--- config.mk ---
export PLATFORM = sky130hd
export DESIGN_NAME = memStage
export DESIGN_NICKNAME = d
export VERILOG_FILES = /design/src/hdl/cpuPkg.sv /design/src/hdl/memStage.sv
export SDC_FILE = /design/constraint.sdc
export NUM_CORES = 2
export LEC_CHECK = 0
export ABC_AREA = 0
export BUFFER_PORTS_ARGS = -buffer_cell sky130_fd_sc_hd__buf_4
export CAP_MARGIN = 20
export CORE_MARGIN = 5
export CORE_UTILIZATION = 45
export CTS_BUF_LIST = sky130_fd_sc_hd__clkbuf_8
export CTS_CLUSTER_SIZE = 24
export DETAILED_ROUTE_END_ITERATION = 10
export HOLD_SLACK_MARGIN = 0.1
export SETUP_SLACK_MARGIN = 0.02
export SLEW_MARGIN = 20
export SYNTH_ARGS = -nofsm -noshare
export SYNTH_HDL_FRONTEND = slang
export SYNTH_SLANG_ARGS = --single-unit
--- constraint.sdc ---
create_clock -name clk -period 3 [get_ports clk]
set_clock_uncertainty 0.1 [all_clocks]
set_input_delay 0.45 -clock clk [delete_from_list [all_inputs] [get_ports clk]]
set_output_delay 0.45 -clock clk [all_outputs]
set_load 0.01 [all_outputs]
--- src/hdl/cpuPkg.sv ---
package cpuPkg;

  ////////////////////////////////////////////////////////////
  // Sizes
  ////////////////////////////////////////////////////////////
  localparam int dataWidth    = 16;  // Data and instruction word
  localparam int regAddrWidth = 4;   // Sixteen registers, r0 reads zero
  localparam int imemDepth    = 256; // Instruction memory words
  localparam int dmemDepth    = 256; // Data memory words

  // Opcodes, top nibble of the word
  localparam logic [3:0] opAdd    = 4'd0;
  localparam logic [3:0] opSub    = 4'd1;
  localparam logic [3:0] opAnd    = 4'd2;
  localparam logic [3:0] opXor    = 4'd3;
  localparam logic [3:0] opAddi   = 4'd4;
  localparam logic [3:0] opLw     = 4'd8;
  localparam logic [3:0] opSw     = 4'd9;
  localparam logic [3:0] opBranch = 4'd12;
  localparam logic [3:0] opHlt    = 4'd15;

  // Branch conditions against Z, N and V
  localparam logic [2:0] condNe     = 3'd0;
  localparam logic [2:0] condEq     = 3'd1;
  localparam logic [2:0] condGt     = 3'd2;
  localparam logic [2:0] condLt     = 3'd3;
  localparam logic [2:0] condGe     = 3'd4;
  localparam logic [2:0] condLe     = 3'd5;
  localparam logic [2:0] condOv     = 3'd6;
  localparam logic [2:0] condAlways = 3'd7;

  // ALU operations, same order as the register-format opcodes
  localparam logic [1:0] aluAdd = 2'd0;
  localparam logic [1:0] aluSub = 2'd1;
  localparam logic [1:0] aluAnd = 2'd2;
  localparam logic [1:0] aluXor = 2'd3;

  // One instruction word, three views
  typedef union packed {
    struct packed {logic [3:0] opcode; logic [3:0] rd; logic [3:0] rs; logic [3:0] rt;} r;
    struct packed {logic [3:0] opcode; logic [3:0] rd; logic [3:0] rs; logic [3:0] imm;} i;
    struct packed {logic [3:0] opcode; logic [2:0] cond; logic [8:0] offset;} b;
  } instrWord;

endpackage

--- src/hdl/memStage.sv ---
`timescale 1ns/10ps

module memStage (
  input  logic        clk,
  input  logic        reset,
  input  logic [15:0] exMemAluResult,
  input  logic [15:0] exMemStoreData,
  input  logic        exMemMemRead,
  input  logic        exMemMemWrite,
  input  logic        exMemRegWrite,
  input  logic [3:0]  exMemDestReg,
  input  logic        exMemHalt,
  output logic        wbEnable,    // One pulse per commit
  output logic [3:0]  wbReg,
  output logic [15:0] wbData,
  output logic        hlt          // Sticky until reset
);

  logic [cpuPkg::dataWidth-1:0] dmem [cpuPkg::dmemDepth];
  logic        mwbRegWrite;
  logic        mwbMemToReg;   // Load result selected
  logic [15:0] mwbAluResult;
  logic [15:0] mwbLoadData;

  // Data memory, synchronous write
  always_ff @(posedge clk) begin
    if (exMemMemWrite) begin
      dmem[exMemAluResult[7:0]] <= exMemStoreData;
    end
  end

  // MEM/WB control
  always_ff @(posedge clk) begin
    if (reset) begin
      mwbRegWrite <= 1'b0;
      mwbMemToReg <= 1'b0;
      wbReg       <= '0;
      hlt         <= 1'b0;
    end else begin
      mwbRegWrite <= exMemRegWrite;
      mwbMemToReg <= exMemMemRead;
      wbReg       <= exMemDestReg;
      if (exMemHalt) begin
        hlt <= 1'b1;
      end
    end
  end

  // MEM/WB payload
  always_ff @(posedge clk) begin
    mwbAluResult <= exMemAluResult;
    mwbLoadData  <= dmem[exMemAluResult[7:0]];
  end

  assign wbEnable = mwbRegWrite && (wbReg != '0);
  assign wbData   = mwbMemToReg ? mwbLoadData : mwbAluResult;

endmodule

==> flow_summary.ini <==
[global_route]
grt_pass1_vias = 82100
grt_use_total = 0.236
gr-total-overflow = 0
grt_pass1_wl_um = 608000
grt_max_degree = 119
antenna_found_initial = 18

[sta]
hold_violations = 0
timing.final.crit_share = 0.969
rsz0062_at_grt = no
worstMarginPinSlew_ns = 1.06
slew_violations = 0
final.min_clock_period_ns = 2.91
slew_headroom = 0.289
finalSetupViolCount = 0
fin_tns_setup_ns = 0
fmax_ghz = 0.344

[critical_path]
path_class = flip-flop to flip-flop
critPathMaxFanout = 1
reg2regPathDepth = 7
end_kind = flip-flop
reg2reg_to = mwbLoadData[8]$_DFF_P_
cp-start-kind = flip-flop
cp.required_ns = 3.89
arrival_ns = 3.79
reg2reg_slack_ns = 0.09
r2r_start = dmem[203][8]$_DFFE_PP_

[synthesis]
synthXorXnorAreaFrac = 0
synth_mux_area_frac = 0.149
syn-instance-count = 6777
synth_area_um2 = 156000
ys_seq_elements = 4135
netlist_top_cells_area = edfxtp_1, mux4_2, a22oi_1
synth_edf_count = 4096
synth.avg_cell_area_um2 = 23.0
synth_compound_area_frac = 0.0365
synthAdderAreaFrac = 0
ys.flop_type = edfxtp_1
ys_types = 24
ys_seq_area_frac = 0.793
synth_simple_gate_area_frac = 0.00932
ys_warn_count = 0
synth_top_family_by_area = multiplexers
yosysTopAreaCellShare = 0.788
async_flop_share = 0
yosysTopAreaCell = edfxtp_1
syn_nets = 6819

[cts]
cts.clk_slew.worst_paths_ns = 0.06
cts_root_buf = clkbuf_8
cts_setup_buffers = 0
h-tree-depth = 6
clk-insertion-delay-late_ns = 1.21
numCtsBuffers = 664
clock-sinks = 4135
cts_buffer_depth = 4
cts_tree = built

[cells_and_area]
instances_no_fill = 13400
nets = 8359
fin_area_um2 = 188000
drive_gt1_frac = 0.374
syn2layout_area_growth_pct = 20.4
post-route-util = 0.543

[detailed_routing]
detail-route-antenna-nets = 0
avgRoutedWirePerCell_um = 31.8
drc = 0
dr.pass1.iters = 5
dr_total_vias = 79900
wl_um = 427000
dr.first_iter.drc_count = 9376
vias_per_cell = 5.96

[job]
cap_violations = 0

[placement]
io_buffer_count = 63
place_area_um2 = 175000
dp.cells = 12200
gp_congestion = 0.845
dp_hpwl_um = 266000

[floorplan]
die_h_um = 599
io_pins = 64
initial_utilization = 0.451
die-area_um2 = 359000
std_cell_rows = 216
core_um2 = 346000
fp.dieW_um = 599

[power_and_ir_drop]
ir_drop_mv = 0.449
power_density_nw_per_um2 = 610
power_mw = 115
p_leak_nw = 60.2

[hold_path]
hp-start = exMemStoreData[6]
min_path_cells = 2
hp-class = input pin to flip-flop
hold_path_end = dmem[200][6]$_DFFE_PP_

[run_status]
outcome = completed
registers in the layout (all words and copies together), names as in the netlist:
register and count:
dmem 4096, hlt 1, mwbAluResult 16, mwbLoadData 16, mwbMemToReg 1, mwbRegWrite 1, wbReg 4
layout make-up:
cell class,count,area [um^2]
flip-flops and latches,4135,124000
diodes,11,27.5
well taps,4578,5730
inverters,1,3.75
multi-input cells,2219,31200
clock inverters,488,2470
fillers,26100,158000
repair buffers,1296,15200
clock buffers,687,9460
critical path, stage by stage, from the launching register on:
cell      delay, ns
edfxtp_1       0.36
mux4_2         0.50
a22oi_1        0.20
buf_4          0.15
a21oi_1        0.26
o41ai_2        0.84
buf_4          0.24
nand4_1        0.08
Yosys cell counts (2+ instances only):
library cell and count:
a22oi_1 512, buf_6 25, buf_4 16, nand2b_1 6
nor3_1 30, or2_2 2, buf_2 80, a21oi_1 256
nand2_1 28, o41ai_1 64, clkbuf_1 257, buf_1 44
and2_1 3, mux2_2 16, dfxtp_1 39, nand3_1 13
nand4_1 16, nor2b_1 13, mux4_2 1024, nor2_1 234
edfxtp_1 4096
kinds of logic after synthesis:
family,Yosys count
mux,1040
buf+inv,423
flops,4135
compound gates,833
simple gates,346
per-layer routing:
layer / track usage / part of all wire
met5: 0 / 0.000021
met3: 0.0462 / 0.085
met1: 0.335 / 0.40
met2: 0.377 / 0.48
met4: 0.0713 / 0.031
cells in the final DEF (no fill, tap or decap), drive strengths merged:
master,count
nor2,234
edfxtp,4096
nand2b,6
a22oi,512
clkbuf,687
diode,11
nand2,28
nor2b,13
bufinv,11
inv,254
buf,1227
nand4,16
or2,2
dlygate4sd3,69
mux4,1024
mux2,16
a21oi,256
or3,1
o41ai,64
clkinv,212
nand3,13
and2,3
clkinvlp,12
nor3,30
dfxtp,39
o41a,1
timing repair:
item                       4_1_cts  5_1_grt
setup endpoints to repair       19        2
hold endpoints to repair      4231        0
hold buffers                    71        0
gates resized for setup          7        2
metrics by stage:
stage | hold WS, ns | setup WS (ns)
after floorplan | 0.378 | -0.248
after global placement | 0.354 | -1.25
after detailed placement | 0.376 | -1.23
after CTS | 0.101 | 0.0221
after global routing | 0.121 | 0.0321
final | 0.191 | 0.0925
where the power goes:
group          internal [mW]  switching (mW)  total [mW]
registers               63.7           0.134        63.8
logic                   2.73            3.96        6.69
clock network           22.2            22.0        44.2
total                   88.6            26.0         115
worst max path at each step:
| stage | start | endpoint | slack [ns] | cells after the start |
|---|---|---|---|---|
| after floorplan | exMemAluResult[0] | dmem[145][0]$_DFFE_PP_ | -0.25 | 7 |
| after global placement | exMemAluResult[0] | mwbLoadData[8]$_DFF_P_ | -1.25 | 9 |
| after detailed placement | exMemAluResult[0] | mwbLoadData[9]$_DFF_P_ | -1.23 | 10 |
| after CTS | dmem[158][1]$_DFFE_PP_ | mwbLoadData[1]$_DFF_P_ | 0.02 | 8 |
| after global routing | dmem[140][9]$_DFFE_PP_ | mwbLoadData[9]$_DFF_P_ | 0.03 | 7 |
| final | dmem[203][8]$_DFFE_PP_ | mwbLoadData[8]$_DFF_P_ | 0.09 | 7 |
Power figures use the tool's default switching activity.
