`src/hdl/hazardUnit.sv`:
```
`timescale 1ns/10ps

module hazardUnit (
  input  logic [3:0] srcA,          // Decode sources
  input  logic [3:0] srcB,
  input  logic       usesSrcB,
  input  logic       isBranch,
  input  logic       isHalt,
  input  logic       branchTaken,
  input  logic       idExMemRead,   // Load in execute
  input  logic [3:0] idExDestReg,
  input  logic       idExFlagWrite, // Flags not yet written
  output logic       pcStall,
  output logic       ifIdStall,
  output logic       ifIdFlush,
  output logic       idExFlush
);

  logic loadUse;
  logic flagsPending;
  logic hold; // One-cycle stall with a bubble into ID/EX

  assign loadUse = idExMemRead && (idExDestReg != '0) &&
                   ((idExDestReg == srcA) || (usesSrcB && idExDestReg == srcB));
  assign flagsPending = isBranch && idExFlagWrite;
  assign hold         = loadUse || flagsPending;

  assign pcStall   = hold || isHalt;                     // HLT holds pc for good
  assign ifIdStall = hold;
  assign idExFlush = hold;
  assign ifIdFlush = (branchTaken && !hold) || isHalt;   // Stale flags never redirect

endmodule

```
`config.mk`:
```
export PLATFORM = sky130hd
export DESIGN_NAME = hazardUnit
export DESIGN_NICKNAME = d
export VERILOG_FILES = /design/src/hdl/hazardUnit.sv
export SDC_FILE = /design/constraint.sdc
export NUM_CORES = 1
export LEC_CHECK = 0
export BUFFER_PORTS_ARGS = -buffer_cell sky130_fd_sc_hd__buf_2
export CORE_AREA = 2 2 39 41
export DETAILED_ROUTE_END_ITERATION = 7
export DIE_AREA = 0 0 41 43
export SLEW_MARGIN = 0
export SYNTH_ARGS = -nofsm -noshare
export SYNTH_HDL_FRONTEND = slang
export SYNTH_SLANG_ARGS = --single-unit
```
`constraint.sdc`:
```
create_clock -name vclk -period 1.7
set_input_delay 0.085 -clock vclk [all_inputs]
set_output_delay 0.085 -clock vclk [all_outputs]
set_load 0.01 [all_outputs]
```
==> flow_metrics.env, run 1 <==
export IMPL_p_switching_mw=0.0292
export IMPL_drv_slew=0
export IMPL_port_buffers=22
export IMPL_fin_crit_ps=1340
export IMPL_fp_dieW_um=41
export IMPL_critPathMaxStageDelay_ps=410
export IMPL_seq_area_frac_synth_pct=0
export IMPL_core_area_um2=1380
export IMPL_cpMaxStageDelayCell="o41ai_2"
export IMPL_cpMostUsedCell="buf_2"
export IMPL_p_leak_nw=0.130
export IMPL_dpl_cell_area_um2=273
export IMPL_yosysTopAreaCell="xnor2_1"
export IMPL_rsz0062_at_grt="false"
export IMPL_layout_commonest_cell="buf_2"
export IMPL_avgSynthCellArea_um2=8.34
export IMPL_fillers=164
export IMPL_synth_area_um2=150
export IMPL_drv_cap=0
export IMPL_post_route_period_util_pct=78.7
export IMPL_status="complete, no violations"
export IMPL_crit_arrival_ps=1250
export IMPL_clock_buffers=0
export IMPL_drt_total_wl_um=441
export IMPL_place_inst=55
export IMPL_ys_top_cells_by_area="xnor2_1 (41%), o41ai_2 (11%), o221ai_2 (10%)"
export IMPL_design_area_um2=273
export IMPL_nets=59
export IMPL_cp_cell_sequence="buf_2 -> o41ai_2 -> or3b_1 -> o221ai_2 -> or2_1 -> buf_2"
export IMPL_hpwl_um=411
export IMPL_drc=0
export IMPL_tightest_slew_ps=326
export IMPL_stdcell_count=55
export IMPL_dr_first_iter_drc_count=0
export IMPL_intPower_mw=0.0378
export IMPL_dp_slack_ps=351
export IMPL_grt_overflow=0
export IMPL_layout_common_cells="buf_2 (22), xnor2_1 (7)"
export IMPL_synth_distinct_cells=12
export IMPL_rows=14
export IMPL_grtUsageTotal_pct=4.00
export IMPL_pwr_share_seq_pct=0
export IMPL_gp_congestion=0.477
export IMPL_relSlewSlack_pct=78.0
export IMPL_seq_cell_count=0
export IMPL_combPwrFrac_pct=100.0
export IMPL_seq_area_um2=0
export IMPL_fin_ws_ps=363
export IMPL_max_freq_mhz=748
export IMPL_ctsHoldBuffers=0
export IMPL_synth_warnings=0
export IMPL_start_util_pct=10.8
export IMPL_area_delta_synth_final_pct=81.7
export IMPL_postLayoutCoreUtil_pct=19.7
export IMPL_hp_class="input pin to primary output"
export IMPL_fp_dieArea_um2=1760
export IMPL_synth_cells=18
export IMPL_wl_per_cell_um=8.02
export IMPL_powerDensity_nw_per_um2=246
export IMPL_synth_fp_nets=36
export IMPL_setup_violations=0
export IMPL_diodes=0
export IMPL_power_mw=0.0670
export IMPL_antenna_found_initial=0
export IMPL_grt_pass1_vias=124
export IMPL_grt_pass1_wl_um=510
export IMPL_switching_share_pct=43.6
export IMPL_synth_top_area_share_pct=40.8
export IMPL_path_max_fanout=4
export IMPL_path_class="input pin to primary output"
export IMPL_start_kind="input pin"
export IMPL_tns_ps=0
export IMPL_critPathRequiredTime_ps=1620
export IMPL_ant_nets=0
export IMPL_cp_end_kind="primary output"
export IMPL_finalHoldViolations=0
export IMPL_clkPwrFrac_pct=0
export IMPL_pin_count=22
export IMPL_cts_resized=0
export IMPL_post_cts_setup_buffers=0
export IMPL_holdWs_ps=446
export IMPL_vias=193
export IMPL_ir_drop_mv=0.0328
export IMPL_dieHeight_um=43
export IMPL_firstDrtPassIters=1
export IMPL_multi_input_area_um2=139
export IMPL_viasPerCell=3.51
export IMPL_drive_above_1_share_pct=61.5
export IMPL_grt_max_degree=5
synth_stat cells:
cell / n
or3b_1: 1
o221ai_2: 1
o21bai_1: 1
nand4_1: 1
or2_1: 1
xnor2_1: 7
nand2_1: 1
nand3_1: 1
xor2_1: 1
buf_4: 1
inv_1: 1
o41ai_2: 1
worst paths after layout:
path / start / end / slack (ps) / depth (start not counted)
hold / removal: isHalt / pcStall / 450 / 3
setup / recovery: idExDestReg[0] / pcStall / 360 / 6
critical path: cells and delay by family:
family                 cells  cell delay [ps]
buffers and inverters      2              270
AOI/OAI and AO/OA          2              520
and+or+nand+nor            2              400
power groups by stage:
stage               clock (mW)  sequential [mW]  combinational [mW]
floorplan                    0                0              0.0349
global placement             0                0              0.0672
detailed placement           0                0              0.0676
CTS                          0                0              0.0680
global route                 0                0              0.0738
finish                       0                0              0.0670
routing by layer:
| metal | GRT usage, % | vias to the layer above | share of wire, % |
|---|---|---|---|
| met3 | 1.57 | 0 | 21 |
| met4 | 0 | 0 | 0 |
| met1 | 5.38 | 73 | 42 |
| met5 | 0 | - | 0 |
| met2 | 6.25 | 15 | 37 |
| li1 | - | 105 | - |
kinds of logic (layout without fill, tap and decap cells):
family                    count (synthesis)  count (layout)  synth area share (%)
and+or+nand+nor                           5               5                  20.0
AOI/OAI and AO/OA                         3               3                  25.8
buffers and inverters                     2              23                  7.50
xor gates and xnor gates                  8               8                  46.7
layout make-up:
type / instances / area share, %
Tap cell: 16 / 7.34
Multi-Input combinational cell: 16 / 50.9
Inverter: 1 / 1.38
Timing Repair Buffer: 22 / 40.4
(Power assumes the default switching activity.)
==> run 2: changes to the inputs <==
- clock period: 1.7 -> 1.25 ns (I/O delays scaled with it)
==> flow_metrics.env, run 2 (synthesized netlist as in run 1, its figures left out) <==
export IMPL_clock_buffers=0
export IMPL_diodes=0
export IMPL_p_leak_nw=0.156
export IMPL_firstDrtPassIters=2
export IMPL_fp_dieW_um=41
export IMPL_tns_ps=0
export IMPL_finalHoldViolations=0
export IMPL_hp_class="input pin to primary output"
export IMPL_grt_overflow=0
export IMPL_seq_area_um2=0
export IMPL_gp_congestion=0.512
export IMPL_fin_crit_ps=1220
export IMPL_grtUsageTotal_pct=4.20
export IMPL_fin_ws_ps=32.9
export IMPL_cp_end_kind="primary output"
export IMPL_antenna_found_initial=0
export IMPL_cpMaxStageDelayCell="o41ai_4"
export IMPL_post_route_period_util_pct=97.4
export IMPL_layout_common_cells="buf_2 (20), xnor2_1 (7), buf_4 (3)"
export IMPL_critPathMaxStageDelay_ps=340
export IMPL_grt_max_degree=5
export IMPL_viasPerCell=3.57
export IMPL_dr_first_iter_drc_count=2
export IMPL_drv_slew=0
export IMPL_dpl_cell_area_um2=288
export IMPL_pin_count=22
export IMPL_area_delta_synth_final_pct=115
export IMPL_wl_per_cell_um=8.64
export IMPL_drt_total_wl_um=501
export IMPL_holdWs_ps=398
export IMPL_fp_dieArea_um2=1760
export IMPL_nets=62
export IMPL_rows=14
export IMPL_core_area_um2=1380
export IMPL_dieHeight_um=43
export IMPL_layout_commonest_cell="buf_2"
export IMPL_start_util_pct=10.8
export IMPL_relSlewSlack_pct=83.8
export IMPL_grt_pass1_vias=145
export IMPL_port_buffers=22
export IMPL_start_kind="input pin"
export IMPL_critPathRequiredTime_ps=1190
export IMPL_ant_nets=0
export IMPL_rsz0062_at_grt="true"
export IMPL_tightest_slew_ps=242
export IMPL_drv_cap=0
export IMPL_max_freq_mhz=822
export IMPL_ctsHoldBuffers=0
export IMPL_drc=0
export IMPL_design_area_um2=323
export IMPL_drive_above_1_share_pct=64.3
export IMPL_seq_cell_count=0
export IMPL_status="complete, no violations"
export IMPL_vias=207
export IMPL_powerDensity_nw_per_um2=339
export IMPL_path_max_fanout=4
export IMPL_cp_cell_sequence="buf_8 -> o41ai_4 -> or3b_1 -> o221ai_2 -> or2_1 -> buf_2"
export IMPL_hpwl_um=438
export IMPL_grt_pass1_wl_um=545
export IMPL_crit_arrival_ps=1150
export IMPL_setup_violations=0
export IMPL_ir_drop_mv=0.0462
export IMPL_dp_slack_ps=18.1
export IMPL_path_class="input pin to primary output"
==> run 2: repair_timing <==
item / 4_1_cts / 5_1_grt
buffers inserted: 0 / 1
endpoints found under the setup margin: 0 / 2
gates resized for setup: 0 / 6
==> run 2: critical path: cells and delay by family <==
family,cells,cell delay (ps)
buffers and inverters,2,230
AOI/OAI and AO/OA,2,460
and+or+nand+nor,2,400
==> run 2: cell type report <==
| cell class | instances | area (um^2) |
|---|---|---|
| Fill cell | 152 | 1060 |
| Multi-Input combinational cell | 16 | 150 |
| Timing Repair Buffer | 25 | 149 |
| Tap cell | 16 | 20.0 |
| Inverter | 1 | 3.75 |
==> run 2: stage by stage <==
step | std cells | utilization, % | power, mW
floorplan | 18 | - | 0.0474
global placement | 57 | 20.8 | 0.0967
detailed placement | 57 | 20.8 | 0.0977
CTS | 57 | 20.8 | 0.0982
global route | 58 | 23.3 | 0.119
finish | 58 | 23.3 | 0.109
==> run 2: final timing paths <==
check	cells past startpoint	slack (ps)	start	endpoint
max	6	30	idExDestReg[3]	pcStall
min	3	400	isHalt	pcStall
==> run 2: power by group <==
part	leakage (nW)	total, mW	switching (mW)	internal (mW)
Clock	0	0	0	0
Combinational	0.156	0.109	0.0449	0.0646
Sequential	0	0	0	0
Total	0.156	0.109	0.0449	0.0646
==> run 2: metal layers <==
metal  global-route usage [%]  vias up  routed length [um]
li1                         -      111                   -
met1                     4.75       81                 184
met2                     7.19       15                 220
met3                     2.09        0                  96
met4                        0        0                   0
met5                        0        -                   0
==> run 3: changes to the inputs <==
- CAP_MARGIN: default -> 20
- PLACE_DENSITY_LB_ADDON: default -> 0.1
==> flow_metrics.env, run 3 (synthesized netlist as in run 1, its figures left out) <==
export IMPL_status="complete, no violations"
export IMPL_core_area_um2=1380
export IMPL_pin_count=22
export IMPL_hp_class="input pin to primary output"
export IMPL_fp_dieArea_um2=1760
export IMPL_rows=14
export IMPL_wl_per_cell_um=8.80
export IMPL_vias=218
export IMPL_tightest_slew_ps=276
export IMPL_dr_first_iter_drc_count=0
export IMPL_max_freq_mhz=804
export IMPL_viasPerCell=3.69
export IMPL_layout_commonest_cell="buf_2"
export IMPL_relSlewSlack_pct=81.6
export IMPL_fp_dieW_um=41
export IMPL_p_leak_nw=0.161
export IMPL_drive_above_1_share_pct=67.4
export IMPL_grt_pass1_vias=234
export IMPL_fillers=165
export IMPL_area_delta_synth_final_pct=127
export IMPL_ir_drop_mv=0.0923
export IMPL_grt_overflow=0
export IMPL_finalHoldViolations=0
export IMPL_power_mw=0.118
export IMPL_port_buffers=22
export IMPL_seq_cell_count=0
export IMPL_hpwl_um=505
export IMPL_antenna_found_initial=0
export IMPL_path_class="input pin to primary output"
export IMPL_critPathRequiredTime_ps=1190
export IMPL_seq_area_um2=0
export IMPL_start_kind="input pin"
export IMPL_dieHeight_um=43
export IMPL_fin_crit_ps=1240
export IMPL_holdWs_ps=422
export IMPL_grt_max_degree=5
export IMPL_firstDrtPassIters=1
export IMPL_gp_congestion=0.733
export IMPL_grt_pass1_wl_um=972
export IMPL_drt_total_wl_um=519
export IMPL_ant_nets=0
export IMPL_cp_end_kind="primary output"
export IMPL_path_max_fanout=4
export IMPL_post_route_period_util_pct=99.5
export IMPL_drv_cap=0
export IMPL_post_cts_setup_buffers=0
export IMPL_powerDensity_nw_per_um2=347
export IMPL_layout_common_cells="buf_2 (20), xnor2_1 (7), buf_4 (4), buf_6 (2)"
export IMPL_ctsHoldBuffers=0
export IMPL_grtUsageTotal_pct=7.19
export IMPL_crit_arrival_ps=1180
export IMPL_clock_buffers=0
export IMPL_rsz0062_at_grt="true"
export IMPL_multi_input_area_um2=164
export IMPL_start_util_pct=10.8
export IMPL_drc=0
export IMPL_diodes=0
export IMPL_setup_violations=0
export IMPL_nets=63
export IMPL_drv_slew=0
## run 3: cell types whose count changed in the layout (fill, tap and decap cells not counted), sizes merged
| cell | change |
|---|---|
| buf | +1 |
## run 3: layer usage
metal | track usage (%) | up-vias | wire length [um]
li1 | - | 114 | -
met5 | 0 | - | 0
met3 | 0.524 | 0 | 13
met4 | 0 | 0 | 0
met2 | 13.1 | 6 | 313
met1 | 9.18 | 98 | 192
## run 3: critical path, stage by stage
cell and delay [ps]:
buf_6 100, o41ai_4 360, buf_4 180, o221ai_4 120, or2_1 220, buf_2 140
## run 3: power by group
part           leakage (nW)  switching (mW)  internal [mW]  total [mW]
sequential                0               0              0           0
clock                     0               0              0           0
combinational         0.161          0.0489         0.0691       0.118
## run 3: stage by stage
step	std cells	setup WS [ps]	setup TNS, ps	util [%]	instance area, um^2
final	59	5.96	0	24.6	340
after global routing	59	-82.9	-113	24.6	340
after CTS	59	-34.5	-34.5	22.7	314
after detailed placement	59	-70.4	-70.4	21.9	303
after global placement	59	-44.2	-44.2	21.9	303
after floorplan	18	175	0	-	150
## run 3: what timing repair did
| item | in CTS | in global routing |
|---|---|---|
| gates cloned | 0 | 0 |
| pin swaps | 1 | 1 |
| gates resized for setup | 1 | 6 |
| setup endpoints to repair | 1 | 4 |
## run 3: worst paths after layout
kind / startpoint / end / depth (start not counted)
hold / removal: isHalt / ifIdFlush / 3
setup / recovery: idExDestReg[3] / pcStall / 6
## run 3: area by class of cell
type,count,share of cell area [%]
multi-input combinational,16,48.2
timing repair buffer,26,44.9
tap,16,5.88
inverter,1,1.10
