## src/hdl/cpuPkg.sv

```systemverilog
package cpuPkg;

  ////////////////////////////////////////////////////////////
  // Sizes
  ////////////////////////////////////////////////////////////
  localparam int dataWidth    = 16;  // Data and instruction word
  localparam int regAddrWidth = 4;   // Sixteen registers, r0 reads zero
  localparam int imemDepth    = 256; // Instruction memory words
  localparam int dmemDepth    = 256; // Data memory words

  // Opcodes, top nibble of the word
  localparam logic [3:0] opAdd    = 4'd0;
  localparam logic [3:0] opSub    = 4'd1;
  localparam logic [3:0] opAnd    = 4'd2;
  localparam logic [3:0] opXor    = 4'd3;
  localparam logic [3:0] opAddi   = 4'd4;
  localparam logic [3:0] opLw     = 4'd8;
  localparam logic [3:0] opSw     = 4'd9;
  localparam logic [3:0] opBranch = 4'd12;
  localparam logic [3:0] opHlt    = 4'd15;

  // Branch conditions against Z, N and V
  localparam logic [2:0] condNe     = 3'd0;
  localparam logic [2:0] condEq     = 3'd1;
  localparam logic [2:0] condGt     = 3'd2;
  localparam logic [2:0] condLt     = 3'd3;
  localparam logic [2:0] condGe     = 3'd4;
  localparam logic [2:0] condLe     = 3'd5;
  localparam logic [2:0] condOv     = 3'd6;
  localparam logic [2:0] condAlways = 3'd7;

  // ALU operations, same order as the register-format opcodes
  localparam logic [1:0] aluAdd = 2'd0;
  localparam logic [1:0] aluSub = 2'd1;
  localparam logic [1:0] aluAnd = 2'd2;
  localparam logic [1:0] aluXor = 2'd3;

  // One instruction word, three views
  typedef union packed {
    struct packed {logic [3:0] opcode; logic [3:0] rd; logic [3:0] rs; logic [3:0] rt;} r;
    struct packed {logic [3:0] opcode; logic [3:0] rd; logic [3:0] rs; logic [3:0] imm;} i;
    struct packed {logic [3:0] opcode; logic [2:0] cond; logic [8:0] offset;} b;
  } instrWord;

endpackage

```

## src/hdl/decode.sv

```systemverilog
`timescale 1ns/10ps

module decode (
  input  logic        clk,
  input  logic        reset,
  input  logic [15:0] ifIdInstr,
  input  logic [15:0] ifIdPc,
  input  logic        idExFlush,     // Bubble into ID/EX
  input  logic        wbEnable,
  input  logic [3:0]  wbReg,
  input  logic [15:0] wbData,
  input  logic [2:0]  newFlags,      // {Z, N, V} from execute
  input  logic        flagWrite,
  output logic        branchTaken,
  output logic [15:0] branchTarget,
  output logic        isBranch,
  output logic        isHalt,
  output logic [3:0]  srcA,
  output logic [3:0]  srcB,
  output logic        usesSrcB,
  output logic [15:0] idExOperandA,
  output logic [15:0] idExOperandB,
  output logic [3:0]  idExSrcA,
  output logic [3:0]  idExSrcB,
  output logic [15:0] idExImm,
  output logic        idExUseImm,
  output logic [1:0]  idExAluOp,
  output logic        idExZEn,
  output logic        idExNvEn,
  output logic        idExMemRead,
  output logic        idExMemWrite,
  output logic        idExRegWrite,
  output logic [3:0]  idExDestReg,
  output logic        idExHalt,
  output logic        idExFlagWrite
);

  cpuPkg::instrWord instr;
  logic [15:0] regFile [2**cpuPkg::regAddrWidth]; // Entry 0 is never read
  logic [15:0] readA;
  logic [15:0] readB;
  logic        flagZ;
  logic        flagN;
  logic        flagV;
  logic        condMet;
  logic [15:0] imm;
  logic        useImm;
  logic [1:0]  aluOp;
  logic        zEn;
  logic        nvEn;
  logic        memRead;
  logic        memWrite;
  logic        regWrite;
  logic [3:0]  destReg;

  assign instr = ifIdInstr;

  ////////////////////////////////////////////////////////////
  // Control decode
  ////////////////////////////////////////////////////////////
  always_comb begin
    srcA     = instr.i.rs;
    srcB     = instr.r.rt;
    usesSrcB = 1'b0;
    imm      = {{12{instr.i.imm[3]}}, instr.i.imm}; // Signed 4-bit immediate
    useImm   = 1'b0;
    aluOp    = cpuPkg::aluAdd;
    zEn      = 1'b0;
    nvEn     = 1'b0;
    memRead  = 1'b0;
    memWrite = 1'b0;
    regWrite = 1'b0;
    destReg  = instr.r.rd;
    isBranch = 1'b0;
    isHalt   = 1'b0;
    case (instr.r.opcode)
      cpuPkg::opAdd, cpuPkg::opSub, cpuPkg::opAnd, cpuPkg::opXor: begin
        aluOp    = instr.r.opcode[1:0]; // Opcode low bits are the ALU code
        usesSrcB = 1'b1;
        regWrite = 1'b1;
        zEn      = 1'b1;
        nvEn     = !instr.r.opcode[1];  // ADD and SUB only
      end
      cpuPkg::opAddi: begin
        useImm   = 1'b1;
        regWrite = 1'b1;
        zEn      = 1'b1;
        nvEn     = 1'b1;
      end
      cpuPkg::opLw: begin
        useImm   = 1'b1;
        memRead  = 1'b1;
        regWrite = 1'b1;
      end
      cpuPkg::opSw: begin
        srcB     = instr.i.rd; // Store data register
        usesSrcB = 1'b1;
        useImm   = 1'b1;
        memWrite = 1'b1;
      end
      cpuPkg::opBranch: begin
        srcA     = '0;
        isBranch = 1'b1;
      end
      cpuPkg::opHlt: begin
        srcA   = '0;
        isHalt = 1'b1;
      end
      default: srcA = '0; // Undefined opcodes are no-ops
    endcase
    // A write to r0 is dropped along with its flags, so the zero word is a bubble
    if (destReg == '0) begin
      regWrite = 1'b0;
      zEn      = 1'b0;
      nvEn     = 1'b0;
    end
  end

  // Write-first register file
  assign readA = (srcA == '0) ? '0 : (wbEnable && wbReg == srcA) ? wbData : regFile[srcA];
  assign readB = (srcB == '0) ? '0 : (wbEnable && wbReg == srcB) ? wbData : regFile[srcB];

  always_ff @(posedge clk) begin
    if (wbEnable) begin
      regFile[wbReg] <= wbData;
    end
  end

  // Flag register where N and V follow the instruction now in execute
  always_ff @(posedge clk) begin
    if (reset) begin
      {flagZ, flagN, flagV} <= '0;
    end else if (flagWrite) begin
      flagZ <= newFlags[2];
      if (idExNvEn) begin
        {flagN, flagV} <= newFlags[1:0];
      end
    end
  end

  ////////////////////////////////////////////////////////////
  // Branch resolution
  ////////////////////////////////////////////////////////////
  always_comb begin
    case (instr.b.cond)
      cpuPkg::condNe:     condMet = !flagZ;
      cpuPkg::condEq:     condMet = flagZ;
      cpuPkg::condGt:     condMet = !flagZ && !flagN;
      cpuPkg::condLt:     condMet = flagN;
      cpuPkg::condGe:     condMet = flagZ || !flagN;
      cpuPkg::condLe:     condMet = flagN || flagZ;
      cpuPkg::condOv:     condMet = flagV;
      cpuPkg::condAlways: condMet = 1'b1;
      default:            condMet = 1'b0;
    endcase
  end

  assign branchTaken  = isBranch && condMet;
  assign branchTarget = ifIdPc + {{7{instr.b.offset[8]}}, instr.b.offset}; // Word offset

  // ID/EX control with a bubble on flush
  always_ff @(posedge clk) begin
    if (reset || idExFlush) begin
      idExUseImm   <= 1'b0;
      idExAluOp    <= cpuPkg::aluAdd;
      idExZEn      <= 1'b0;
      idExNvEn     <= 1'b0;
      idExMemRead  <= 1'b0;
      idExMemWrite <= 1'b0;
      idExRegWrite <= 1'b0;
      idExDestReg  <= '0;
      idExHalt     <= 1'b0;
    end else begin
      idExUseImm   <= useImm;
      idExAluOp    <= aluOp;
      idExZEn      <= zEn;
      idExNvEn     <= nvEn;
      idExMemRead  <= memRead;
      idExMemWrite <= memWrite;
      idExRegWrite <= regWrite;
      idExDestReg  <= destReg;
      idExHalt     <= isHalt;
    end
  end

  // ID/EX payload
  always_ff @(posedge clk) begin
    idExOperandA <= readA;
    idExOperandB <= readB;
    idExSrcA     <= srcA;
    idExSrcB     <= srcB;
    idExImm      <= imm;
  end

  assign idExFlagWrite = idExZEn || idExNvEn; // Pending flag update

endmodule

```

## config.mk

```make
export PLATFORM = sky130hd
export DESIGN_NAME = decode
export DESIGN_NICKNAME = d
export VERILOG_FILES = /design/src/hdl/cpuPkg.sv /design/src/hdl/decode.sv
export SDC_FILE = /design/constraint.sdc
export NUM_CORES = 1
export LEC_CHECK = 0
export BUFFER_PORTS_ARGS = -buffer_cell sky130_fd_sc_hd__clkbuf_2
export CAP_MARGIN = 10
export CELL_PAD_IN_SITES_DETAIL_PLACEMENT = 1
export CELL_PAD_IN_SITES_GLOBAL_PLACEMENT = 1
export CORE_ASPECT_RATIO = 0.7
export CORE_UTILIZATION = 42
export DETAILED_ROUTE_END_ITERATION = 7
export PLACE_DENSITY = 0.82
export SLEW_MARGIN = 20
export SYNTH_ARGS = -nofsm -noshare
export SYNTH_HDL_FRONTEND = slang
export SYNTH_SLANG_ARGS = --single-unit
```

## constraint.sdc

```tcl
create_clock -name clk -period 2.9 [get_ports clk]
set_input_delay 0.145 -clock clk [delete_from_list [all_inputs] [get_ports clk]]
set_output_delay 0.145 -clock clk [all_outputs]
set_load 0.01 [all_outputs]
```

==> metrics.txt <==
status=finished, final reports clean; Cell Area, Synth=between 15000 and 20000 um2; fin cells=roughly 2.1k; drt drc=0; Remaining Overflow, GRT=0; Multi-input gate area=between 5000 and 6000 um2; number of global-route vias before repair=roughly 14k; Reg area=8890 um2; Synth Area in Compound Gates=between 10% and 20%; FMAX=~0.35 GHz; pre-CTS setup slack=-86.3 ps; # nets final=1647; HP Start=flagWrite; Die ar.=~37000 um2; register area share after synthesis=roughly three fifths; combinational family with the most area after synthesis=compound AO/OA/AOI/OAI gates; Die H=between 150 and 200 um; PwrDens=roughly 620 nW/um2; Post-synth EDFFs=about 260; fin crit share=between 90% and 100%; PortBufs=around 160; GR Util met2=between 40 and 50%; post-synth top area cell=edfxtp_1; num rows=between 50 and 60; asr flop ratio synth=0%; Clock Latency Late Sink=about 530 ps; largest net degree at the start of global routing=57; Slew Limit Fails=0; # Max-Cap Violations=0; DR pass1 iterations=7; Routability Congestion=slightly below 0.9; Hold WC Path Type=primary input to register; syn_nets=about 1.5k; Cell variety after synth=64; CP max FO=56; share of cells above drive strength 1=between 20% and 30%; vias per inst=around 6.4; Worst R2R Setup Slack=between 900 and 1000 ps; WS Path Type=primary input to register; Critical R2R Capture=idExOperandB[2]; Root Driver=clkbuf_16; Max Clock Skew=about 11 ps; initial antenna violation count=4; cells after synthesis=around 1.4k; final WL=~59000 um; post-route cell area=about 18000 um2; first-pass GRT wire length=86500 um; post-CTS setup buffers=0; CTS H-tree depth=2; Arrival @ worst endpoint=around 3300 ps; Hold EP=flagN; Synth Area in XOR/XNOR=between 1 and 1.5%; dpl cells=1987; worst slew pin tran=1230 ps; initial core utilization=a little over two fifths; Ys Warns=0; Worst path slowest cell=a2111oi_0; total power=11.2 mW; clock buffer depth=3; largest cells by area after synthesis=edfxtp_1 51%, dfxtp_1 8.0%, nand2_1 7.0%; met3 usage=~7.5%; Final ANT Viol Nets=0; Setup crit start kind=primary input; max incr delay on CP=700 ps; CP endpoint kind=register; Worst EP required=3310 ps; Sink Count=approximately 320; Detailed Place HPWL=between 30000 and 40000 um; Total GRT Usage=31.4%; Final Critical Period=2890 ps; post-place instance area=16700 um2; P&R area growth vs syn=20.0%; critical path's top delay family=buffers and inverters; grt met1 use=between 40% and 50%; endpoints failing setup=0; Die W=between 200 and 250 um; CP cell instances=dlygate4sd3_1, clkbuf_2, nand4bb_2, mux2i_4, buf_12, mux2i_1, o22ai_1, a2111oi_0, buf_4, a21oi_1; starting DRC count in detailed routing=approximately 1.8k; simple-gate area share of the yosys netlist=14.2%; clock-pin slew on the worst setup and hold paths=about 60 ps; Adder-Cell Fraction of Synth Area=around 1.4%; P_leak=roughly 7.0 nW; gr busiest metal=met2; DR vias=roughly 13k; mux contribution to synthesized area=under 10%; synthesized flop and latch total=approximately 320; Rel. slew slack=between 10% and 20%; Critical R2R Launch=regFile[6][2]; Yosys top cell area share=about half; IO Pins=around 160; Bufs and invs on worst path=4; CTS buffer count=34; Max VDD drop=0.392 mV; fill cell count=3748; CTS tree=yes; drt wl/cell=roughly 28 um; post-layout worst setup margin=14.1 ps; hold-critical path depth=4; cell depth of the worst setup path=10; worst reg2reg path depth=5; main flop type after synthesis=edfxtp_1; Core ar.=between 30000 and 40000 um2; final hold vios=0; per-instance average area after synthesis=between 10 and 15 um2
## through the flow
| step | util, % | hold WS, ps | TNS [ps] |
|---|---|---|---|
| finish | 51.6 | 31.1 | 0 |
| global route | 51.6 | 43.0 | -48.4 |
| CTS | 51.5 | 10.9 | 0 |
| detailed placement | 47.8 | 336 | -86.3 |
| global placement | 47.8 | 334 | 0 |
| floorplan | - | 173 | 0 |
## cell families after synthesis
kind of cell    Yosys count
simple gates            487
mux                      86
xor+xnor                 20
compound gates          334
fa+ha+maj                16
flops                   316
buf+inv                 116
## registers in the layout, summed over array words and instances, names as in the netlist
signal / flops
flagN: 1
flagV: 1
flagZ: 1
idExAluOp: 2
idExDestReg: 4
idExHalt: 1
idExImm: 4
idExMemRead: 1
idExMemWrite: 1
idExNvEn: 1
idExOperandA: 16
idExOperandB: 16
idExRegWrite: 1
idExSrcA: 4
idExSrcB: 4
idExUseImm: 1
idExZEn: 1
regFile: 256
## worst register-to-register path, cell delays in order (launching register included)
cell and delay, ps:
edfxtp_1 390, mux2i_1 300, o22ai_1 160, a2111oi_2 620, buf_4 250, a21oi_1 90
## report_power, final
part           switching (mW)  internal [mW]  total [mW]
sequential             0.0782           5.06        5.14
clock                    1.86           2.56        4.42
combinational            1.09          0.566        1.66
## layer usage
metal  wire (um)  up-vias  part of all wire, %
met4        2070        4                  3.5
met3        6710      183                   11
li1            -     5531                    -
met5          29        -                0.050
met2       26500      920                   45
met1       23300     6703                   40
## how the worst max path moves through the flow
stage	to	startpoint	slack, ps
2_1_floorplan	branchTarget[12]	ifIdInstr[0]	400
3_3_place_gp	idExOperandB[2]	ifIdInstr[14]	160
3_5_place_dp	branchTarget[12]	ifIdInstr[0]	-90
4_1_cts	idExOperandB[2]	ifIdInstr[13]	20
5_1_grt	idExOperandB[2]	ifIdInstr[13]	-30
6_report	idExOperandB[12]	ifIdInstr[13]	10
## layout make-up
cell class	count	share of cell area, %
clock inverter	13	0.678
antenna	1	0.0138
inverter	17	0.360
timing repair buffer	259	9.33
tap	472	3.27
multi-input combinational	943	31.7
sequential	316	49.2
clock buffer	48	5.46
## Yosys cell counts (all sizes together) (4+ instances only)
library cell	instances
a311oi	20
edfxtp	256
a32oi	7
nand2	281
or4	11
a32o	15
a21oi	132
xnor2	14
o22ai	7
nor2	71
a21o	12
nor3	35
inv	16
a222oi	5
mux2i	73
nand2b	5
a221oi	7
mux2	10
o21bai	8
nor2b	10
o311ai	4
a2111oi	7
nand3	19
xor2	6
a22oi	5
a211o	6
o221ai	13
o21ai	41
a211oi	11
clkbuf	52
and3	32
a221o	8
o211ai	4
buf	47
dfxtp	60
ha	15
and2	6
a31oi	15
## what timing repair did
item | CTS | global route
endpoints found under the hold margin | 14 | 0
cloned | 0 | 0
endpoints found under the setup margin | 2 | 10
hold buffers | 20 | 0
resized for setup | 2 | 8
## placed cells by master, fill, tap and decap left out, types with 7 or more instances in the layout
cell type        n
nor2b_1          9
o21ai_0         40
a211oi_1         9
a21o_1          12
nor2_1          66
clkbuf_2       156
clkbuf_1         9
a221oi_1         7
inv_1           14
a311oi_1        20
a21oi_1        130
o221ai_1        13
buf_4           75
dfxtp_1         60
a32oi_1          7
or4_1           10
xnor2_1         14
nand3_1         19
o22ai_1          7
a32o_1          15
o21bai_1         8
edfxtp_1       256
mux2_2          10
clkbuf_16       37
and3_1          32
nand2_1        281
mux2i_1         70
ha_1            15
a221o_1          8
a31oi_1         15
dlygate4sd3_1   20
nor3_1          31
(Power assumes the default switching activity.)
