File: config.mk
export PLATFORM = sky130hd
export DESIGN_NAME = execute
export DESIGN_NICKNAME = d
export VERILOG_FILES = /design/src/hdl/cpuPkg.sv /design/src/hdl/execute.sv
export SDC_FILE = /design/constraint.sdc
export NUM_CORES = 1
export LEC_CHECK = 0
export ABC_AREA = 1
export BUFFER_PORTS_ARGS = -buffer_cell sky130_fd_sc_hd__buf_2
export CAP_MARGIN = 15
export CORE_UTILIZATION = 53
export DETAILED_ROUTE_END_ITERATION = 8
export PLACE_DENSITY = 0.87
export SLEW_MARGIN = 20
export SYNTH_ARGS = -nofsm -noshare
export SYNTH_HDL_FRONTEND = slang
export SYNTH_SLANG_ARGS = --single-unit
File: constraint.sdc
create_clock -name clk -period 4.6 [get_ports clk]
set_clock_uncertainty 0.05 [all_clocks]
set_input_delay 0.46 -clock clk [delete_from_list [all_inputs] [get_ports clk]]
set_output_delay 0.46 -clock clk [all_outputs]
set_load 0.01 [all_outputs]
File: src/hdl/cpuPkg.sv
package cpuPkg;

  ////////////////////////////////////////////////////////////
  // Sizes
  ////////////////////////////////////////////////////////////
  localparam int dataWidth    = 16;  // Data and instruction word
  localparam int regAddrWidth = 4;   // Sixteen registers, r0 reads zero
  localparam int imemDepth    = 256; // Instruction memory words
  localparam int dmemDepth    = 256; // Data memory words

  // Opcodes, top nibble of the word
  localparam logic [3:0] opAdd    = 4'd0;
  localparam logic [3:0] opSub    = 4'd1;
  localparam logic [3:0] opAnd    = 4'd2;
  localparam logic [3:0] opXor    = 4'd3;
  localparam logic [3:0] opAddi   = 4'd4;
  localparam logic [3:0] opLw     = 4'd8;
  localparam logic [3:0] opSw     = 4'd9;
  localparam logic [3:0] opBranch = 4'd12;
  localparam logic [3:0] opHlt    = 4'd15;

  // Branch conditions against Z, N and V
  localparam logic [2:0] condNe     = 3'd0;
  localparam logic [2:0] condEq     = 3'd1;
  localparam logic [2:0] condGt     = 3'd2;
  localparam logic [2:0] condLt     = 3'd3;
  localparam logic [2:0] condGe     = 3'd4;
  localparam logic [2:0] condLe     = 3'd5;
  localparam logic [2:0] condOv     = 3'd6;
  localparam logic [2:0] condAlways = 3'd7;

  // ALU operations, same order as the register-format opcodes
  localparam logic [1:0] aluAdd = 2'd0;
  localparam logic [1:0] aluSub = 2'd1;
  localparam logic [1:0] aluAnd = 2'd2;
  localparam logic [1:0] aluXor = 2'd3;

  // One instruction word, three views
  typedef union packed {
    struct packed {logic [3:0] opcode; logic [3:0] rd; logic [3:0] rs; logic [3:0] rt;} r;
    struct packed {logic [3:0] opcode; logic [3:0] rd; logic [3:0] rs; logic [3:0] imm;} i;
    struct packed {logic [3:0] opcode; logic [2:0] cond; logic [8:0] offset;} b;
  } instrWord;

endpackage

File: src/hdl/execute.sv
`timescale 1ns/10ps

module execute (
  input  logic        clk,
  input  logic        reset,
  input  logic [15:0] idExOperandA,
  input  logic [15:0] idExOperandB,
  input  logic [3:0]  idExSrcA,
  input  logic [3:0]  idExSrcB,
  input  logic [15:0] idExImm,
  input  logic        idExUseImm,
  input  logic [1:0]  idExAluOp,
  input  logic        idExZEn,
  input  logic        idExNvEn,
  input  logic        idExMemRead,
  input  logic        idExMemWrite,
  input  logic        idExRegWrite,
  input  logic [3:0]  idExDestReg,
  input  logic        idExHalt,
  input  logic        wbEnable,       // MEM/WB forwarding source
  input  logic [3:0]  wbReg,
  input  logic [15:0] wbData,
  output logic [2:0]  newFlags,       // {Z, N, V}
  output logic        flagWrite,
  output logic [15:0] exMemAluResult, // Result or memory address
  output logic [15:0] exMemStoreData,
  output logic        exMemMemRead,
  output logic        exMemMemWrite,
  output logic        exMemRegWrite,
  output logic [3:0]  exMemDestReg,
  output logic        exMemHalt
);

  logic        exHitA;
  logic        exHitB;
  logic [15:0] opA;
  logic [15:0] fwdB;    // Forwarded rt or store data
  logic [15:0] opB;
  logic [15:0] result;
  logic        overflow;

  // Forwarding, EX/MEM first
  assign exHitA = exMemRegWrite && (exMemDestReg != '0) && (exMemDestReg == idExSrcA);
  assign exHitB = exMemRegWrite && (exMemDestReg != '0) && (exMemDestReg == idExSrcB);
  assign opA  = exHitA ? exMemAluResult : (wbEnable && wbReg == idExSrcA) ? wbData : idExOperandA;
  assign fwdB = exHitB ? exMemAluResult : (wbEnable && wbReg == idExSrcB) ? wbData : idExOperandB;
  assign opB  = idExUseImm ? idExImm : fwdB;

  ////////////////////////////////////////////////////////////
  // ALU
  ////////////////////////////////////////////////////////////
  always_comb begin
    overflow = 1'b0;
    case (idExAluOp)
      cpuPkg::aluAdd: begin
        result   = opA + opB;
        overflow = (opA[15] == opB[15]) && (result[15] != opA[15]);
      end
      cpuPkg::aluSub: begin
        result   = opA - opB;
        overflow = (opA[15] != opB[15]) && (result[15] != opA[15]);
      end
      cpuPkg::aluAnd: result = opA & opB;
      cpuPkg::aluXor: result = opA ^ opB;
      default:        result = '0;
    endcase
  end

  assign newFlags  = {result == '0, result[15], overflow};
  assign flagWrite = idExZEn || idExNvEn; // Decode picks N and V by its own enable

  // EX/MEM control
  always_ff @(posedge clk) begin
    if (reset) begin
      exMemMemRead  <= 1'b0;
      exMemMemWrite <= 1'b0;
      exMemRegWrite <= 1'b0;
      exMemDestReg  <= '0;
      exMemHalt     <= 1'b0;
    end else begin
      exMemMemRead  <= idExMemRead;
      exMemMemWrite <= idExMemWrite;
      exMemRegWrite <= idExRegWrite;
      exMemDestReg  <= idExDestReg;
      exMemHalt     <= idExHalt;
    end
  end

  // EX/MEM payload
  always_ff @(posedge clk) begin
    exMemAluResult <= result;
    exMemStoreData <= fwdB;
  end

endmodule

==> results of run 1 <==
[critical path: cells and delay by family (launching register included)]
kind	cells	cell delay (ps)
fa+ha+maj	1	350
buf+inv	6	870
simple gates	15	1860
flops	1	360
compound gates	2	350
[kinds of logic (layout without fill, tap and decap cells)]
kind of cell,count (synthesis),count (layout),synth area share
buffers and inverters,173,304,0.168
flip-flops,40,40,0.187
AO/OA/AOI/OAI,133,133,0.172
AND/OR/NAND/NOR,353,353,0.347
adder cells (fa/ha/maj),34,34,0.103
XOR/XNOR,11,11,0.0225
[stage by stage]
stage | setup WS, ps | util | hold WS [ps] | cell area (µm²)
after floorplan | 890 | - | 479 | 4270
after global placement | 329 | 0.638 | 476 | 4960
after detailed placement | 308 | 0.638 | 481 | 4960
after CTS | 231 | 0.650 | 301 | 5050
after global routing | -217 | 0.697 | 305 | 5410
final | -11.1 | 0.697 | 295 | 5410
[repair_timing]
item                                    CTS  global route
endpoints found under the setup margin    0             1
buffers inserted                          0             8
hold endpoints to repair                  0             0
gates resized for setup                   0            70
hold buffers                              0             0
[registers in the layout, summed over array words and instances, names as in the netlist]
register        cells
exMemHalt           1
exMemAluResult     16
exMemStoreData     16
exMemMemRead        1
exMemMemWrite       1
exMemDestReg        4
exMemRegWrite       1
[final cells by class]
cell class              instances  area, µm²  share of cell area
multi-input cells             531       2990               0.552
repair buffers                153        858               0.159
flip-flops and latches         40        806               0.149
inverters                     143        541              0.0999
well taps                     102        128              0.0236
clock buffers                   6       82.6              0.0153
clock inverters                 2       10.0             0.00185
[cell usage after synthesis (6+ instances only)]
cell type / n / share of area
o21ai_1: 13 / 0.015
o21ai_0: 45 / 0.053
a21oi_1: 30 / 0.035
inv_1: 141 / 0.12
nand2_1: 186 / 0.16
nor2_1: 77 / 0.068
xor2_1: 6 / 0.012
o22ai_1: 34 / 0.050
nand3b_1: 6 / 0.011
nand3_1: 65 / 0.076
nor3_1: 7 / 0.0082
buf_2: 13 / 0.015
clkbuf_1: 8 / 0.0070
dfxtp_1: 40 / 0.19
ha_1: 32 / 0.094
[layer usage]
layer  vias to the layer above  track usage
met5                         -            0
met4                         0        0.180
met3                        96       0.0423
met2                       426        0.566
met1                      2415        0.403
li1                       2626            -
[power by group through the flow]
| stage | Sequential (µW) | Combinational [µW] | Clock (µW) |
|---|---|---|---|
| 6_report | 420 | 767 | 258 |
| 5_1_grt | 423 | 841 | 267 |
| 4_1_cts | 417 | 667 | 253 |
| 3_5_place_dp | 425 | 661 | 0 |
| 3_3_place_gp | 426 | 653 | 0 |
| 2_1_floorplan | 443 | 451 | 0 |
[final timing paths]
path                            depth (start not counted)                          to                  startpoint  slack (ps)
worst max-delay path                                   24                 newFlags[2]  exMemDestReg[1]$_SDFF_PP0_         -10
worst min-delay path                                    3  exMemDestReg[2]$_SDFF_PP0_              idExDestReg[2]         300
worst max register to register                         22  exMemAluResult[14]$_DFF_P_  exMemDestReg[1]$_SDFF_PP0_        1080
worst min register to register                          2  exMemStoreData[12]$_DFF_P_  exMemAluResult[12]$_DFF_P_         500
==> results.yml, run 1 <==
yosys:
  synth-edff-count: 0
  yosysWarnings: 0
  async_reset_ff_frac: 0
  synth.distinct_cells: 33
  ys_seq_area_frac: 0.187
  synth_area_um2: 4270
  synthesis.instances: 744
  ys_ff_latch: 40
  synthFlopType: "dfxtp_1"
  syn_avg_cell_area_um2: 5.74
  synth_nets: 870
detailed_routing:
  avgRoutedWirePerCell_um: 15.8
  drt_wl_total_um: 15500
  dr.first_iter.drc_count: 653
  dr.pass1.iters: 8
  wl_met3_um: 1650
  top_layer: "met4"
  drc: 0
  wl_met2_um: 7150
  vias_per_cell: 5.69
  ant_nets: 0
  vias: 5563
  wl_met1_um: 5800
power:
  ir_worst_vdd_mv: 0.181
  pwr-share-comb: 0.531
  seq_power_share: 0.291
  switchingPower_uw: 651
  intPower_uw: 794
  power.total_uw: 1440
  leakage_uw: 0.00303
  power_frac_clock: 0.178
  switching_share: 0.450
  power.density_nw_per_um2: 267
clock_network:
  cts.sinks: 40
  cts_buffers: 5
  root_buffer: "clkbuf_8"
  clk_pin_slew_worst_paths_ps: 80
  clk_path_buf_depth: 2
  cts_tree: "built"
  cts_htree_levels: 2
  clk_latency_ps: 310
setup_path:
  worstSetupPathType: "reg -> out"
  cpMaxStageDelayCell: "dfxtp_2"
  crit_chain: "nor4_2 -> nor2_1 -> nand4_1 -> buf_4 -> clkbuf_16 -> clkbuf_4 -> o22ai_2 -> o21ai_1 -> inv_1 -> ha_1 -> inv_1 -> nand2_1 -> nand2_2 -> nand2_1 -> nand2_2 -> nand2_1 -> nand2_1 -> nand2_1 -> nand3_1 -> nand3_2 -> nor2_1 -> nand3_1 -> nor2_1 -> buf_2"
  crit_path_end_kind: "output pin"
  crit_path_start_kind: "register"
  worstPathMaxFanout: 7
  crit_required_ps: 4090
  cp_common_cell: "nand2_1"
  arrival_ps: 4100
  cpPeakStageDelay_ps: 360
grt:
  grt_pass1_wl_um: 22600
  antenna_found_initial: 0
  grt_max_degree: 33
  gr-total-overflow: 0
  grt_use_total: 0.331
  first_global_vias: 5015
timing:
  setup_violations: 1
  fin_ws_ps: -11.1
  tightest_slew_ps: 618
  finalCritPeriodShare: 1.00
  fmax_mhz: 217
  tns_ps: -11.1
  slew_headroom: 0.588
  final-hold-violation-count: 0
  period_needed_ps: 4610
  final-max-slew-violation-count: 0
place:
  portBuffers: 135
  place_congestion: 0.965
  placedCellCount: 959
  place_hpwl_um: 10900
floorplan:
  num_io_pins: 136
  fp.coreArea_um2: 7770
  die_area_um2: 8430
  die_y_um: 91.8
  die-width_um: 91.8
  initial_core_util: 0.550
  rows: 32
outcome:
  status: "finished, violations left"
  violations: "setup timing"
finish:
  final_nets: 1000
  final_common_cell: "nand2_1"
  fillers: 670
  layout_common_cells: "177 x nand2_1, 137 x inv_1, 135 x buf_2, 71 x nor2_1, 64 x nand3_1"
  area_delta_synth_final_pct: 26.6
  num_antenna_cells: 0
  layoutNonFillerInstCount: 977
  drive_gt1_frac: 0.255
hold_path:
  hold_path_class: "in -> reg"
run:
  drv_cap: 0
(Power assumes the default switching activity.)
==> inputs of run 2 (changes only) <==
Settings changed: BUFFER_PORTS_ARGS -buffer_cell sky130_fd_sc_hd__buf_2 to -buffer_cell sky130_fd_sc_hd__buf_4, CAP_MARGIN 15 to not set, GPL_TIMING_DRIVEN set to 0.
==> run 2 against run 1 <==
The flow now finishes without violations. Core utilization up 4.8 points. Sequential share of layout area down 0.95 points. Via count grew 3.1%. Routed wire length grew 8.4%. Critical path depth increased by 5. Die area is the same. Non-clock buffer count up 23. Cell area up 6.8%. Highest routed layer unchanged.
==> results.yml, run 2 (same netlist as run 1, synthesis figures left out) <==
setup_path:
  cp_common_cell: "nand2_1"
  crit_required_ps: 4090
  path_buf_inv: 8
  crit_path_start_kind: "input pin"
  cpPeakStageDelay_ps: 400
  cp_top_family: "simple AND/OR/NAND/NOR gates"
  worstPathMaxFanout: 7
  crit_path_end_kind: "output pin"
  worstSetupPathType: "in -> out"
  arrival_ps: 3970
  cpMaxStageDelayCell: "ha_1"
floorplan:
  die-width_um: 91.8
  fp.coreArea_um2: 7770
  rows: 32
  die_y_um: 91.8
  num_io_pins: 136
  die_area_um2: 8430
  initial_core_util: 0.550
detailed_routing:
  drt_wl_total_um: 16800
  vias: 5733
  drc: 0
  dr.pass1.iters: 6
  vias_per_cell: 5.73
  dr.first_iter.drc_count: 575
  ant_nets: 0
  avgRoutedWirePerCell_um: 16.8
grt:
  first_global_vias: 5632
  antenna_found_initial: 0
  grt_pass1_wl_um: 25800
  grt_max_degree: 13
  gr-total-overflow: 0
  grt_use_total: 0.384
finish:
  area_delta_synth_final_pct: 35.2
  num_antenna_cells: 0
  final_nets: 1023
  final_common_cell: "nand2_1"
  drive_gt1_frac: 0.248
  fin_util: 0.744
  layout_common_cells: "183 x nand2_1, 149 x buf_4, 136 x inv_1, 73 x nor2_1, 64 x nand3_1"
  top_regs: "exMemAluResult: 16 flops, exMemStoreData: 16 flops, exMemDestReg: 4 flops"
place:
  portBuffers: 134
  place_congestion: 0.963
  place_hpwl_um: 12700
clock_network:
  clk_pin_slew_worst_paths_ps: 90
  cts_buffers: 5
  clk_path_buf_depth: 2
  cts.sinks: 40
  cts_htree_levels: 2
  clk_latency_ps: 300
  root_buffer: "clkbuf_8"
  cts_tree: "built"
outcome:
  status: "finished, final reports clean"
power:
  power.total_uw: 1540
  power.density_nw_per_um2: 267
  pwr-share-comb: 0.514
  leakage_uw: 0.00323
  power_frac_clock: 0.211
  switching_share: 0.417
  ir_worst_vdd_mv: 0.209
  seq_power_share: 0.275
  switchingPower_uw: 643
  intPower_uw: 898
timing:
  final-hold-violation-count: 0
  tightest_slew_ps: 652
  slew_headroom: 0.565
  fmax_mhz: 223
  final-max-slew-violation-count: 0
  setup_violations: 0
  period_needed_ps: 4480
  finalCritPeriodShare: 0.974
run:
  drv_cap: 0
hold_path:
  hold_path_class: "in -> reg"
[run 2: cell types whose count changed in the layout (fill, tap and decap cells not counted), moves of 4 or more]
cell | previous run | this run
nand2_2 | 9 | 2
nand2_1 | 177 | 183
buf_4 | 14 | 149
ha_4 | 8 | 0
buf_2 | 135 | 12
ha_1 | 19 | 31
ha_2 | 5 | 1
buf_6 | 0 | 9
[run 2: through the flow]
step	TNS (ps)	worst slack, ps	hold WS, ps	cell area (µm²)	std cells
floorplan	0	890	479	4270	744
global placement	0	101	468	5410	980
detailed placement	0	18.3	468	5410	980
CTS	0	31.9	307	5540	988
global route	-446	-322	324	5780	1000
finish	0	121	303	5780	1000
[run 2: worst min-delay path, cell delays in order]
cell    delay [ps]
buf_4           70
inv_1           30
nor2_1          60
[run 2: worst paths after layout]
path	slack (ps)	startpoint	cells after the start	endpoint
max	120	wbReg[1]	29	newFlags[2]
min	300	idExDestReg[0]	3	exMemDestReg[0]$_SDFF_PP0_
max reg2reg	1130	exMemDestReg[0]$_SDFF_PP0_	24	exMemAluResult[14]$_DFF_P_
min reg2reg	490	exMemAluResult[13]$_DFF_P_	2	exMemStoreData[13]$_DFF_P_
[run 2: power groups by stage]
| stage | Clock, µW | Sequential (µW) | Combinational [µW] |
|---|---|---|---|
| 6_report | 326 | 423 | 792 |
| 5_1_grt | 335 | 425 | 873 |
| 3_3_place_gp | 0 | 427 | 725 |
| 4_1_cts | 321 | 420 | 747 |
| 2_1_floorplan | 0 | 443 | 451 |
| 3_5_place_dp | 0 | 427 | 742 |
[run 2: final cells by class]
cell class | instances | area (µm²)
Buffer | 30 | 209
Clock buffer | 7 | 96.3
Clock inverter | 1 | 30.0
Fill cell | 635 | 1990
Inverter | 143 | 552
Multi-Input combinational cell | 531 | 2860
Sequential cell | 40 | 806
Tap cell | 102 | 128
Timing Repair Buffer | 146 | 1100
[run 2: layer usage]
| metal | routed length [µm] | GRT usage | part of all wire |
|---|---|---|---|
| met1 | 6310 | 0.432 | 0.38 |
| met2 | 8090 | 0.692 | 0.48 |
| met3 | 1500 | 0.0589 | 0.090 |
| met4 | 855 | 0.207 | 0.051 |
| met5 | 0 | 0 | 0 |
[run 2: repair_timing]
item	CTS	global route
hold buffers	0	0
pin swaps	0	7
gates resized for setup	4	58
gates cloned	0	1
endpoints found under the setup margin	1	3
buffers inserted	0	11
==> inputs of run 3 (changes only) <==
Settings changed: CELL_PAD_IN_SITES_DETAIL_PLACEMENT set to 0, CELL_PAD_IN_SITES_GLOBAL_PLACEMENT set to 2, CORE_UTILIZATION 53 to 26, PLACE_DENSITY 0.87 to 0.86.
==> run 3 against run 2 <==
Setup slack better by 180 ps. Combinational power decreased by 1%. Largest power group unchanged. Maximum frequency grew 4.2%. Non-clock buffer count fell by 2. Hold slack gained 19 ps. Routed wire length rose by 1.7%. Die area up 100%.
==> results.yml, run 3 (same netlist as run 1, synthesis figures left out) <==
outcome:
  status: "finished, final reports clean"
grt:
  grt_max_degree: 12
  grt_use_total: 0.201
  gr-total-overflow: 0
  antenna_found_initial: 0
  grt_pass1_wl_um: 25900
  first_global_vias: 4930
detailed_routing:
  drc: 0
  dr.first_iter.drc_count: 307
  avgRoutedWirePerCell_um: 15.3
  vias: 5156
  vias_per_cell: 4.64
  ant_nets: 0
  dr.pass1.iters: 5
  drt_wl_total_um: 17000
setup_path:
  crit_required_ps: 4090
  crit_path_end_kind: "output pin"
  cpPeakStageDelay_ps: 430
  cpMaxStageDelayCell: "ha_1"
  crit_path_start_kind: "register"
  arrival_ps: 3790
  crit_chain: "nor4_4 -> nor2_2 -> nand4_1 -> buf_4 -> buf_4 -> o22ai_1 -> o21ai_1 -> inv_1 -> ha_1 -> nand2_1 -> nor2_1 -> o21ai_0 -> nand3_1 -> nand2_1 -> nand3_1 -> nand3b_1 -> nor2_1 -> nand3_1 -> nor2_1 -> buf_4"
  worstPathMaxFanout: 10
  worstSetupPathType: "reg -> out"
  path_buf_inv: 4
  cp_top_family: "simple AND/OR/NAND/NOR gates"
timing:
  final-max-slew-violation-count: 0
  finalCritPeriodShare: 0.935
  period_needed_ps: 4300
  setup_violations: 0
  slew_headroom: 0.541
  tightest_slew_ps: 686
  fmax_mhz: 233
  final-hold-violation-count: 0
  tns_ps: 0
clock_network:
  clk_latency_ps: 280
  cts-hold-fix-buffers: 0
  cts_htree_levels: 2
  root_buffer: "clkbuf_16"
  clk_path_buf_depth: 2
  cts_buffers: 5
  clk_pin_slew_worst_paths_ps: 60
  cts_tree: "built"
  cts.sinks: 40
finish:
  num_antenna_cells: 0
  fillers: 1867
  layoutNonFillerInstCount: 1111
  top_regs: "exMemAluResult: 16 flops, exMemStoreData: 16 flops, exMemDestReg: 4 flops"
  layout_common_cells: "180 x nand2_1, 149 x buf_4, 137 x inv_1, 73 x nor2_1, 65 x nand3_1"
  multi_input_area_um2: 2870
  final_nets: 1021
  final_common_cell: "nand2_1"
  regArea_um2: 806
  area_delta_synth_final_pct: 38.4
  drive_gt1_frac: 0.246
place:
  place_congestion: 0.812
  placedCellCount: 1094
  portBuffers: 134
  place_hpwl_um: 14000
floorplan:
  fp.coreArea_um2: 15900
  die_y_um: 130
  initial_core_util: 0.268
  die_area_um2: 17000
  rows: 46
  num_io_pins: 136
  die-width_um: 130
run:
  drv_cap: 0
power:
  leakage_uw: 0.00323
  power.density_nw_per_um2: 261
  ir_worst_vdd_mv: 0.137
hold_path:
  hold_path_class: "in -> reg"
==> run 3: tightest hold or removal path: cells and delay by family <==
family	cells	cell delay, ps
buffers and inverters	2	110
and+or+nand+nor	1	60
==> run 3: final timing paths <==
path | startpoint | end | slack, ps | depth (start not counted)
worst min register to register | exMemAluResult[14]$_DFF_P_ | exMemStoreData[14]$_DFF_P_ | 500 | 2
worst max register to register | exMemDestReg[0]$_SDFF_PP0_ | exMemAluResult[13]$_DFF_P_ | 1220 | 20
worst min-delay path | idExMemWrite | exMemMemWrite$_SDFF_PP0_ | 320 | 3
worst max-delay path | exMemDestReg[0]$_SDFF_PP0_ | newFlags[2] | 300 | 20
==> run 3: where the power goes <==
| part | internal [µW] | total, µW | leakage (µW) | switching [µW] |
|---|---|---|---|---|
| combinational | 314 | 783 | 0.00283 | 469 |
| sequential | 393 | 424 | 0.000337 | 31.1 |
| clock | 197 | 336 | 0.0000667 | 139 |
| total | 904 | 1540 | 0.00323 | 639 |
==> run 3: layout make-up <==
cell class / instances / share of cell area
Multi-Input combinational cell: 531 / 0.485
Sequential cell: 40 / 0.136
Inverter: 143 / 0.0924
Clock inverter: 1 / 0.000846
Clock buffer: 6 / 0.0218
Timing Repair Buffer: 144 / 0.182
Tap cell: 216 / 0.0457
Buffer: 30 / 0.0358
==> run 3: timing repair <==
item	in CTS	in global routing
endpoints found under the setup margin	0	3
gates resized for setup	0	70
setup buffers	0	9
hold endpoints to repair	0	0
==> run 3: per-layer routing <==
layer,share of wire,track usage,wire [µm],vias up
li1,-,-,-,2660
met1,0.45,0.265,7720,2306
met2,0.47,0.348,8080,170
met3,0.059,0.0308,1010,20
met4,0.013,0.0369,227,0
met5,0,0,0,-
==> run 3: stage by stage <==
stage          hold slack [ps]  total power [µW]  utilization  area, µm²  setup WS [ps]
5_1_grt                    341              1670        0.371       5910          -25.6
6_report                   321              1540        0.371       5910            300
2_1_floorplan              479               894            -       4270            890
4_1_cts                    324              1520        0.357       5680           21.2
3_3_place_gp               481              1190        0.348       5550           7.04
3_5_place_dp               488              1190        0.348       5550           31.6
